===== src/logic/axi_lite_pkg.sv =====
`default_nettype none

package axi_lite_pkg;

    // data bus width of the host port
    localparam int AXIL_DATA_W = 32;

    // response code carried on bresp and rresp
    typedef logic [1:0] axil_resp_t;

    // only OKAY is ever returned
    localparam axil_resp_t RESP_OKAY = 2'b00;

endpackage

`default_nettype wire


===== src/logic/rx_regmap_pkg.sv =====
`default_nettype none

package rx_regmap_pkg;

    // word address is byte address bits 10:2
    localparam int REG_ADDR_W = 9;

    // largest legal physical cell identity
    localparam int N_ID_MAX = 1007;
    localparam int N_ID_W = $clog2(N_ID_MAX);

    // identification words
    localparam logic [31:0] PCORE_VERSION = 32'h0001_0061;
    // reads as ascii "RX~~"
    localparam logic [31:0] MAGIC_WORD = 32'h5258_7E7E;
    localparam logic [31:0] FILL_WORD = 32'h6969_6969;

    // word addresses of the register map
    localparam logic [REG_ADDR_W-1:0] ADDR_VERSION = 9'h000;
    localparam logic [REG_ADDR_W-1:0] ADDR_ID = 9'h001;
    localparam logic [REG_ADDR_W-1:0] ADDR_SCRATCH = 9'h002;
    localparam logic [REG_ADDR_W-1:0] ADDR_MAGIC = 9'h003;
    localparam logic [REG_ADDR_W-1:0] ADDR_FILL = 9'h004;
    localparam logic [REG_ADDR_W-1:0] ADDR_FS_STATE = 9'h005;
    localparam logic [REG_ADDR_W-1:0] ADDR_RX_SIGNAL = 9'h006;
    localparam logic [REG_ADDR_W-1:0] ADDR_N_ID_2 = 9'h007;
    localparam logic [REG_ADDR_W-1:0] ADDR_N_ID = 9'h008;
    localparam logic [REG_ADDR_W-1:0] ADDR_SAMPLE_MISMATCH = 9'h009;
    localparam logic [REG_ADDR_W-1:0] ADDR_MISSED_SSBS = 9'h00A;
    localparam logic [REG_ADDR_W-1:0] ADDR_IBAR_SSB = 9'h00B;
    localparam logic [REG_ADDR_W-1:0] ADDR_CLKS_BTWN_SSBS = 9'h00C;
    localparam logic [REG_ADDR_W-1:0] ADDR_NUM_DISCONNECTS = 9'h00D;
    localparam logic [REG_ADDR_W-1:0] ADDR_N_ID_USED = 9'h00E;

endpackage

`default_nettype wire


===== src/logic/reg_bus_if.sv =====
`default_nettype none

interface reg_bus_if
    import axi_lite_pkg::*;
    import rx_regmap_pkg::*;
();

    // write request and its acknowledge
    logic                   wreq;
    logic [REG_ADDR_W-1:0]  waddr;
    logic [AXIL_DATA_W-1:0] wdata;
    logic                   wack;

    // read request, acknowledge and returned word
    logic                   rreq;
    logic [REG_ADDR_W-1:0]  raddr;
    logic [AXIL_DATA_W-1:0] rdata;
    logic                   rack;

    modport master (
        output wreq, waddr, wdata, rreq, raddr,
        input  wack, rdata, rack
    );

    modport slave (
        input  wreq, waddr, wdata, rreq, raddr,
        output wack, rdata, rack
    );

endinterface

`default_nettype wire


===== src/logic/axi_lite_slave.sv =====
`default_nettype none

module axi_lite_slave
    import axi_lite_pkg::*;
    import rx_regmap_pkg::*;
#(
    parameter int ADDRESS_WIDTH = 11
) (
    input  wire                       clk_i,
    input  wire                       reset_ni,

    input  wire [ADDRESS_WIDTH-1:0]   s_axi_awaddr_i,
    input  wire                       s_axi_awvalid_i,
    output logic                      s_axi_awready_o,

    // byte strobes are accepted but every write stores the full word
    input  wire [AXIL_DATA_W-1:0]     s_axi_wdata_i,
    input  wire [AXIL_DATA_W/8-1:0]   s_axi_wstrb_i,
    input  wire                       s_axi_wvalid_i,
    output logic                      s_axi_wready_o,

    output axil_resp_t                s_axi_bresp_o,
    output logic                      s_axi_bvalid_o,
    input  wire                       s_axi_bready_i,

    input  wire [ADDRESS_WIDTH-1:0]   s_axi_araddr_i,
    input  wire                       s_axi_arvalid_i,
    output logic                      s_axi_arready_o,

    output logic [AXIL_DATA_W-1:0]    s_axi_rdata_o,
    output axil_resp_t                s_axi_rresp_o,
    output logic                      s_axi_rvalid_o,
    input  wire                       s_axi_rready_i,

    reg_bus_if.master                 reg_bus
);

    typedef enum logic [1:0] {
        ST_IDLE,
        ST_REQ,
        ST_WAIT,
        ST_RESP
    } xfer_state_t;

    xfer_state_t            w_state;
    xfer_state_t            r_state;
    logic                   aw_w_ready_q;
    logic                   ar_ready_q;
    logic [REG_ADDR_W-1:0]  waddr_q;
    logic [AXIL_DATA_W-1:0] wdata_q;
    logic [REG_ADDR_W-1:0]  raddr_q;
    logic [AXIL_DATA_W-1:0] rdata_q;

    // write side
    // ready is raised for one cycle once address and data are both present
    always_ff @(posedge clk_i) begin
        if (!reset_ni) begin
            w_state <= ST_IDLE;
            aw_w_ready_q <= 1'b0;
        end else begin
            case (w_state)
                ST_IDLE: begin
                    if (aw_w_ready_q) begin
                        aw_w_ready_q <= 1'b0;
                        w_state <= ST_REQ;
                    end else if (s_axi_awvalid_i && s_axi_wvalid_i) begin
                        aw_w_ready_q <= 1'b1;
                    end
                end
                ST_REQ: w_state <= ST_WAIT;
                ST_WAIT: begin
                    if (reg_bus.wack) begin
                        w_state <= ST_RESP;
                    end
                end
                ST_RESP: begin
                    if (s_axi_bready_i) begin
                        w_state <= ST_IDLE;
                    end
                end
                default: w_state <= ST_IDLE;
            endcase
        end
    end

    // address and data captured in the handshake cycle
    always_ff @(posedge clk_i) begin
        if (w_state == ST_IDLE && aw_w_ready_q) begin
            waddr_q <= s_axi_awaddr_i[REG_ADDR_W+1:2];
            wdata_q <= s_axi_wdata_i;
        end
    end

    // read side
    always_ff @(posedge clk_i) begin
        if (!reset_ni) begin
            r_state <= ST_IDLE;
            ar_ready_q <= 1'b0;
        end else begin
            case (r_state)
                ST_IDLE: begin
                    if (ar_ready_q) begin
                        ar_ready_q <= 1'b0;
                        r_state <= ST_REQ;
                    end else if (s_axi_arvalid_i) begin
                        ar_ready_q <= 1'b1;
                    end
                end
                ST_REQ: r_state <= ST_WAIT;
                ST_WAIT: begin
                    if (reg_bus.rack) begin
                        r_state <= ST_RESP;
                    end
                end
                ST_RESP: begin
                    if (s_axi_rready_i) begin
                        r_state <= ST_IDLE;
                    end
                end
                default: r_state <= ST_IDLE;
            endcase
        end
    end

    always_ff @(posedge clk_i) begin
        if (r_state == ST_IDLE && ar_ready_q) begin
            raddr_q <= s_axi_araddr_i[REG_ADDR_W+1:2];
        end
        // read word held here for as long as rvalid waits on rready
        if (r_state == ST_WAIT && reg_bus.rack) begin
            rdata_q <= reg_bus.rdata;
        end
    end

    assign s_axi_awready_o = aw_w_ready_q;
    assign s_axi_wready_o = aw_w_ready_q;
    assign s_axi_bvalid_o = (w_state == ST_RESP);
    assign s_axi_bresp_o = RESP_OKAY;

    assign s_axi_arready_o = ar_ready_q;
    assign s_axi_rvalid_o = (r_state == ST_RESP);
    assign s_axi_rdata_o = rdata_q;
    assign s_axi_rresp_o = RESP_OKAY;

    assign reg_bus.wreq = (w_state == ST_REQ);
    assign reg_bus.waddr = waddr_q;
    assign reg_bus.wdata = wdata_q;
    assign reg_bus.rreq = (r_state == ST_REQ);
    assign reg_bus.raddr = raddr_q;

    a_bvalid_held : assert property (@(posedge clk_i) disable iff (!reset_ni)
        s_axi_bvalid_o && !s_axi_bready_i |=> s_axi_bvalid_o);

    // the register map must answer exactly one cycle after the request
    a_wack_follows_wreq : assert property (@(posedge clk_i) disable iff (!reset_ni)
        reg_bus.wack |-> $past(reg_bus.wreq));

endmodule

`default_nettype wire


===== src/logic/ssb_monitor.sv =====
`default_nettype none

module ssb_monitor #(
    parameter int SSB_TIMEOUT = 64
) (
    input  wire         clk_i,
    input  wire         reset_ni,
    input  wire         ssb_strobe_i,
    input  wire         sync_lost_i,
    output logic [31:0] clks_btwn_ssbs_o,
    output logic [15:0] missed_ssbs_o,
    output logic [31:0] num_disconnects_o
);

    // clocks since the last strobe, minus one
    logic [31:0] clk_cnt;

    always_ff @(posedge clk_i) begin
        if (!reset_ni) begin
            clk_cnt <= '0;
            clks_btwn_ssbs_o <= '0;
            missed_ssbs_o <= '0;
        end else begin
            if (ssb_strobe_i) begin
                // spacing includes the strobe cycle itself
                clks_btwn_ssbs_o <= clk_cnt + 32'd1;
                clk_cnt <= '0;
            end else if (clk_cnt == 32'(SSB_TIMEOUT - 1)) begin
                // a full timeout period without a strobe is one missed block
                if (missed_ssbs_o != '1) begin
                    missed_ssbs_o <= missed_ssbs_o + 16'd1;
                end
                clk_cnt <= '0;
            end else begin
                clk_cnt <= clk_cnt + 32'd1;
            end
        end
    end

    always_ff @(posedge clk_i) begin
        if (!reset_ni) begin
            num_disconnects_o <= '0;
        end else if (sync_lost_i && num_disconnects_o != '1) begin
            num_disconnects_o <= num_disconnects_o + 32'd1;
        end
    end

    // the receiver cannot deliver a block while it is losing sync
    a_strobe_excl_lost : assert property (@(posedge clk_i) disable iff (!reset_ni)
        !(ssb_strobe_i && sync_lost_i));

endmodule

`default_nettype wire


===== src/logic/receiver_regmap.sv =====
`default_nettype none

module receiver_regmap
    import axi_lite_pkg::*;
    import rx_regmap_pkg::*;
#(
    parameter logic [AXIL_DATA_W-1:0] ID = '0
) (
    input  wire                 clk_i,
    input  wire                 reset_ni,
    reg_bus_if.slave            reg_bus,

    input  wire [1:0]           fs_state_i,
    input  wire [31:0]          rx_signal_i,
    input  wire [1:0]           n_id_2_i,
    input  wire [N_ID_W-1:0]    n_id_i,
    input  wire signed [7:0]    sample_cnt_mismatch_i,
    input  wire [15:0]          missed_ssbs_i,
    input  wire [2:0]           ibar_ssb_i,
    input  wire [31:0]          clks_btwn_ssbs_i,
    input  wire [31:0]          num_disconnects_i,
    input  wire [31:0]          n_id_used_i
);

    logic [AXIL_DATA_W-1:0] scratch_q;
    logic [AXIL_DATA_W-1:0] rd_word;

    // read decode
    // narrow fields land in the low bits, the rest stays zero
    always_comb begin
        rd_word = '0;
        case (reg_bus.raddr)
            ADDR_VERSION: rd_word = PCORE_VERSION;
            ADDR_ID: rd_word = ID;
            ADDR_SCRATCH: rd_word = scratch_q;
            ADDR_MAGIC: rd_word = MAGIC_WORD;
            ADDR_FILL: rd_word = FILL_WORD;
            ADDR_FS_STATE: rd_word[1:0] = fs_state_i;
            ADDR_RX_SIGNAL: rd_word = rx_signal_i;
            ADDR_N_ID_2: rd_word[1:0] = n_id_2_i;
            ADDR_N_ID: rd_word[N_ID_W-1:0] = n_id_i;
            // raw two's complement byte, no sign extension
            ADDR_SAMPLE_MISMATCH: rd_word[7:0] = sample_cnt_mismatch_i;
            ADDR_MISSED_SSBS: rd_word[15:0] = missed_ssbs_i;
            ADDR_IBAR_SSB: rd_word[2:0] = ibar_ssb_i;
            ADDR_CLKS_BTWN_SSBS: rd_word = clks_btwn_ssbs_i;
            ADDR_NUM_DISCONNECTS: rd_word = num_disconnects_i;
            ADDR_N_ID_USED: rd_word = n_id_used_i;
            default: rd_word = '0;
        endcase
    end

    // acknowledges follow their request by one cycle
    always_ff @(posedge clk_i) begin
        if (!reset_ni) begin
            reg_bus.rack <= 1'b0;
            reg_bus.wack <= 1'b0;
        end else begin
            reg_bus.rack <= reg_bus.rreq;
            reg_bus.wack <= reg_bus.wreq;
        end
    end

    always_ff @(posedge clk_i) begin
        if (reg_bus.rreq) begin
            reg_bus.rdata <= rd_word;
        end
    end

    // scratch is the only writable word
    always_ff @(posedge clk_i) begin
        if (!reset_ni) begin
            scratch_q <= '0;
        end else if (reg_bus.wreq && reg_bus.waddr == ADDR_SCRATCH) begin
            scratch_q <= reg_bus.wdata;
        end
    end

    a_n_id_range : assert property (@(posedge clk_i) disable iff (!reset_ni)
        n_id_i <= N_ID_W'(N_ID_MAX));

endmodule

`default_nettype wire


===== src/logic/rx_status_top.sv =====
`default_nettype none

module rx_status_top
    import axi_lite_pkg::*;
    import rx_regmap_pkg::*;
#(
    parameter logic [AXIL_DATA_W-1:0] ID = '0,
    parameter int ADDRESS_WIDTH = 11,
    parameter int SSB_TIMEOUT = 64
) (
    input  wire                       clk_i,
    input  wire                       reset_ni,

    input  wire [ADDRESS_WIDTH-1:0]   s_axi_awaddr_i,
    input  wire                       s_axi_awvalid_i,
    output wire                       s_axi_awready_o,
    input  wire [AXIL_DATA_W-1:0]     s_axi_wdata_i,
    input  wire [AXIL_DATA_W/8-1:0]   s_axi_wstrb_i,
    input  wire                       s_axi_wvalid_i,
    output wire                       s_axi_wready_o,
    output axil_resp_t                s_axi_bresp_o,
    output wire                       s_axi_bvalid_o,
    input  wire                       s_axi_bready_i,
    input  wire [ADDRESS_WIDTH-1:0]   s_axi_araddr_i,
    input  wire                       s_axi_arvalid_i,
    output wire                       s_axi_arready_o,
    output wire [AXIL_DATA_W-1:0]     s_axi_rdata_o,
    output axil_resp_t                s_axi_rresp_o,
    output wire                       s_axi_rvalid_o,
    input  wire                       s_axi_rready_i,

    // strobes from the receiver
    input  wire                       ssb_strobe_i,
    input  wire                       sync_lost_i,

    // status values from the receiver
    input  wire [1:0]                 fs_state_i,
    input  wire [31:0]                rx_signal_i,
    input  wire [1:0]                 n_id_2_i,
    input  wire [N_ID_W-1:0]          n_id_i,
    input  wire signed [7:0]          sample_cnt_mismatch_i,
    input  wire [2:0]                 ibar_ssb_i,
    input  wire [31:0]                n_id_used_i
);

    wire [31:0] clks_btwn_ssbs;
    wire [15:0] missed_ssbs;
    wire [31:0] num_disconnects;

    reg_bus_if reg_bus ();

    axi_lite_slave #(
        .ADDRESS_WIDTH(ADDRESS_WIDTH)
    ) axi_lite_slave_inst (
        .clk_i(clk_i),
        .reset_ni(reset_ni),
        .s_axi_awaddr_i(s_axi_awaddr_i),
        .s_axi_awvalid_i(s_axi_awvalid_i),
        .s_axi_awready_o(s_axi_awready_o),
        .s_axi_wdata_i(s_axi_wdata_i),
        .s_axi_wstrb_i(s_axi_wstrb_i),
        .s_axi_wvalid_i(s_axi_wvalid_i),
        .s_axi_wready_o(s_axi_wready_o),
        .s_axi_bresp_o(s_axi_bresp_o),
        .s_axi_bvalid_o(s_axi_bvalid_o),
        .s_axi_bready_i(s_axi_bready_i),
        .s_axi_araddr_i(s_axi_araddr_i),
        .s_axi_arvalid_i(s_axi_arvalid_i),
        .s_axi_arready_o(s_axi_arready_o),
        .s_axi_rdata_o(s_axi_rdata_o),
        .s_axi_rresp_o(s_axi_rresp_o),
        .s_axi_rvalid_o(s_axi_rvalid_o),
        .s_axi_rready_i(s_axi_rready_i),
        .reg_bus(reg_bus.master)
    );

    ssb_monitor #(
        .SSB_TIMEOUT(SSB_TIMEOUT)
    ) ssb_monitor_inst (
        .clk_i(clk_i),
        .reset_ni(reset_ni),
        .ssb_strobe_i(ssb_strobe_i),
        .sync_lost_i(sync_lost_i),
        .clks_btwn_ssbs_o(clks_btwn_ssbs),
        .missed_ssbs_o(missed_ssbs),
        .num_disconnects_o(num_disconnects)
    );

    receiver_regmap #(
        .ID(ID)
    ) receiver_regmap_inst (
        .clk_i(clk_i),
        .reset_ni(reset_ni),
        .reg_bus(reg_bus.slave),
        .fs_state_i(fs_state_i),
        .rx_signal_i(rx_signal_i),
        .n_id_2_i(n_id_2_i),
        .n_id_i(n_id_i),
        .sample_cnt_mismatch_i(sample_cnt_mismatch_i),
        .missed_ssbs_i(missed_ssbs),
        .ibar_ssb_i(ibar_ssb_i),
        .clks_btwn_ssbs_i(clks_btwn_ssbs),
        .num_disconnects_i(num_disconnects),
        .n_id_used_i(n_id_used_i)
    );

endmodule

`default_nettype wire


===== config.mk =====
export PLATFORM = sky130hd
export DESIGN_NAME = rx_status_top
export DESIGN_NICKNAME = d
export VERILOG_FILES = /design/src/logic/axi_lite_pkg.sv /design/src/logic/rx_regmap_pkg.sv /design/src/logic/reg_bus_if.sv /design/src/logic/axi_lite_slave.sv /design/src/logic/ssb_monitor.sv /design/src/logic/receiver_regmap.sv /design/src/logic/rx_status_top.sv
export SDC_FILE = /design/constraint.sdc
export NUM_CORES = 1
export LEC_CHECK = 0
export BUFFER_PORTS_ARGS = -buffer_cell sky130_fd_sc_hd__buf_4
export CELL_PAD_IN_SITES_DETAIL_PLACEMENT = 1
export CELL_PAD_IN_SITES_GLOBAL_PLACEMENT = 2
export CORE_MARGIN = 2
export CORE_UTILIZATION = 29
export DETAILED_ROUTE_END_ITERATION = 6
export GPL_TIMING_DRIVEN = 0
export PLACE_DENSITY = 0.72
export SETUP_SLACK_MARGIN = 0.15
export SLEW_MARGIN = 10
export SYNTH_ARGS = -nofsm -noshare
export SYNTH_HDL_FRONTEND = slang
export SYNTH_SLANG_ARGS = --single-unit

===== constraint.sdc =====
create_clock -name clk_i -period 3 [get_ports clk_i]
set_input_delay 0.6 -clock clk_i [delete_from_list [all_inputs] [get_ports clk_i]]
set_output_delay 0.6 -clock clk_i [all_outputs]
set_load 0.02 [all_outputs]

==> results.ini <==
[worst_hold_path]
hold_class = in2reg

[yosys]
synth_edf_count = 114
ys_seq_area_share_pct = 56.5
synth_warnings = 0
yosysTopAreaCellShare_pct = 29.9
yosys.cell_types.count = 58
synthTopCellsByArea = edfxtp_1, dfxtp_1, mux2i_1
yosysTopAreaCell = edfxtp_1
syn_area_per_cell_um2 = 10.6
synth-main-ff-cell = dfxtp_1
ys_ff_latch = 266
syn_inst = 1078
syn_area_mm2 = 0.0114
ys_async_sr_fraction_pct = 0

[timing]
rsz0062_at_grt = no
fin_crit_sh_pct = 90.8
maxSlewViolCount = 0
slew_headroom_pct = 34.1
setup_ws_ns = 0.275
worst_pin_slew_ns = 0.989
tns_ns = 0
finalHoldViolCount = 0
fmax_ghz = 0.367
worst_hold_slack_ns = 0.215
setup-violations-final = 0
fin_crit_ns = 2.72
finClkSkew_ns = 0.0123

[global_route]
track_usage_pct = 19.3
grt_pass1_wl_um = 60100
met2_usage_pct = 31.6
grt_pass1_vias = 9534
antenna_found_initial = 0
grt_busiest_layer = met2
grt_util_met1_pct = 27.3
grt_remaining_overflow = 0
grt_max_degree = 33
grtUsageMet3_pct = 2.05

[cells_and_area]
num_antenna_cells = 0
instances_no_fill = 1844
fillCellCount = 4344
final_cell_mix = buf_4, dfxtp_1, nor2_1, edfxtp_1, mux2i_1
area_growth_pct = 28.0
final_nets = 1471
final_common_cell = buf_4
drive_above_1_share_pct = 21.3

[power_and_ir_drop]
power.leakage_uw = 0.00560
pwr-share-comb_pct = 11.7
power_density_mw_per_mm2 = 623
peakVddDrop_mv = 0.364
p_seq_share_pct = 46.8
switchingPower_uw = 2310
p_int_uw = 6810
power_frac_clock_pct = 41.5
power.total_uw = 9120
switching_share_pct = 25.3

[floorplan]
core.rowCount = 72
core_area_mm2 = 0.0388
initial_core_util_pct = 29.5
dieArea_mm2 = 0.0410
ios = 197
die_width_um = 203
die-height_um = 203

[clock_tree]
cts_tree = yes
root_buffer = clkbuf_16
cts_buffers = 30
clock_path_buffers = 3
worst_skew_pair.late_latency_ns = 0.56
path_clk_slew_ns = 0.06
ctsHtreeMaxLevel = 1
cts_sinks = 266

[critical_path]
critPathRequiredTime_ns = 3.41
critPathKind = reg2reg
path_cells = or4_1 > or3_1 > nor3_4 > buf_12 > buf_2 > a22oi_1 > nand3_1
cp-end-kind = flip-flop
crit_path_top_delay_cell = or4_1
arrival_ns = 3.13
worst_setup_path_start_kind = flip-flop
crit_fanout = 10
cp_slowest_stage_delay_ns = 0.63

[place]
pre_cts_ws_ns = -0.721
port_buffers = 184
gp_congestion = 0.859
hpwl_um = 30400
dp.cells = 1786

[detailed_routing]
ant_nets = 0
drtPass1Iterations = 7
dr.first_iter.drc_count = 692
wl_per_cell_um = 21.8
routed_wl_um = 40200
num_vias = 9421
vias_per_cell = 5.11
drc_errors = 0

[flow_run]
max_cap_viol_count = 0

[run_status]
status = finished, final reports clean

## flip-flops by register name, indices dropped and copies added, names as in the netlist, 9 cells and up
register,cells
axi_lite_slave_inst.reg_bus.waddr,9
axi_lite_slave_inst.s_axi_rdata_o,32
ssb_monitor_inst.clks_btwn_ssbs_o,32
ssb_monitor_inst.clk_cnt,32
axi_lite_slave_inst.reg_bus.raddr,9
ssb_monitor_inst.missed_ssbs_o,16
axi_lite_slave_inst.reg_bus.wdata,32
ssb_monitor_inst.num_disconnects_o,32
receiver_regmap_inst.scratch_q,32
receiver_regmap_inst.reg_bus.rdata,32
## critical path: cells and delay by family, from the launching register on
family | cells | cell delay (ns)
buffers and inverters | 2 | 0.45
AOI/OAI and AO/OA | 1 | 0.22
DFF | 1 | 0.38
and+or+nand+nor | 4 | 1.51
## layout make-up
class / instances / area [um^2] / share of cell area (%)
clock buffers: 38 / 812 / 5.55
plain buffers: 63 / 283 / 1.93
clock inverters: 18 / 198 / 1.35
repair buffers: 189 / 1460 / 9.95
multi-input cells: 730 / 4700 / 32.1
flip-flops and latches: 266 / 6470 / 44.2
well taps: 518 / 648 / 4.43
inverters: 22 / 82.6 / 0.564
## cell families after synthesis
| kind of cell | synth area share [%] |
|---|---|
| buffers and inverters | 3.02 |
| XOR/XNOR | 3.98 |
| flip-flops | 56.5 |
| AND/OR/NAND/NOR | 17.4 |
| AO/OA/AOI/OAI | 11.2 |
| adder cells (fa/ha/maj) | 1.42 |
| other | 0.0328 |
| multiplexers | 6.37 |
## path summary, 6_finish.rpt
check | start | end | slack [ns] | depth (start not counted)
setup / recovery | axi_lite_slave_inst.reg_bus.raddr[7]$_DFFE_PP_ | receiver_regmap_inst.reg_bus.rdata[21]$_DFFE_PP_ | 0.28 | 7
hold / removal | s_axi_wdata_i[2] | axi_lite_slave_inst.reg_bus.wdata[2]$_DFFE_PP_ | 0.21 | 1
setup reg to reg | axi_lite_slave_inst.reg_bus.raddr[7]$_DFFE_PP_ | receiver_regmap_inst.reg_bus.rdata[21]$_DFFE_PP_ | 0.28 | 7
hold reg to reg | receiver_regmap_inst.reg_bus.rdata[27]$_DFFE_PP_ | axi_lite_slave_inst.s_axi_rdata_o[27]$_DFFE_PP_ | 0.41 | 0
## per-layer routing
layer / up-vias / part of all wire [%]
met5: - / 0
met4: 0 / 2.1
met3: 46 / 4.7
met2: 247 / 47
met1: 4680 / 46
li1: 4448 / -
## cells in the mapped netlist (all sizes together), types with 2 or more instances
cell type    n
a2111oi      2
a211oi      20
a21oi       58
a221o        5
a221oi      16
a222oi      14
a22o         7
a22oi       14
and2         6
and3         9
and4         4
buf         18
clkbuf      45
dfxtp      152
edfxtp     114
ha          13
inv         21
mux2         6
mux2i       66
nand2       63
nand2b      12
nand3       49
nand3b       3
nand4       32
nand4b       3
nor2       136
nor2b        3
nor3        17
nor3b        2
nor4        20
nor4b        2
o211ai       4
o21ai       43
o22ai        2
o31ai        2
or2          4
or3         15
or4         13
xnor2       22
xor2        30
## metrics by stage
step / instance area [um^2] / utilization [%]
floorplan: 11400 / -
global placement: 13500 / 34.7
detailed placement: 13500 / 34.9
CTS: 14600 / 37.6
global route: 14600 / 37.7
finish: 14600 / 37.7
## timing repair
item,4_1_cts,5_1_grt
hold buffers,0,0
hold endpoints to repair,0,0
endpoints found under the setup margin,32,38
resized for setup,14,10
buffers inserted,1,1
pin swaps,0,1
## power by group through the flow
stage / Sequential (uW) / Clock (uW) / Combinational [uW]
3_3_place_gp: 4350 / 0 / 1010
3_5_place_dp: 4350 / 0 / 1060
4_1_cts: 4270 / 3890 / 1080
6_report: 4270 / 3790 / 1070
2_1_floorplan: 4320 / 0 / 556
5_1_grt: 4300 / 4030 / 1170
Note: power is estimated with default switching activity, not from simulation.
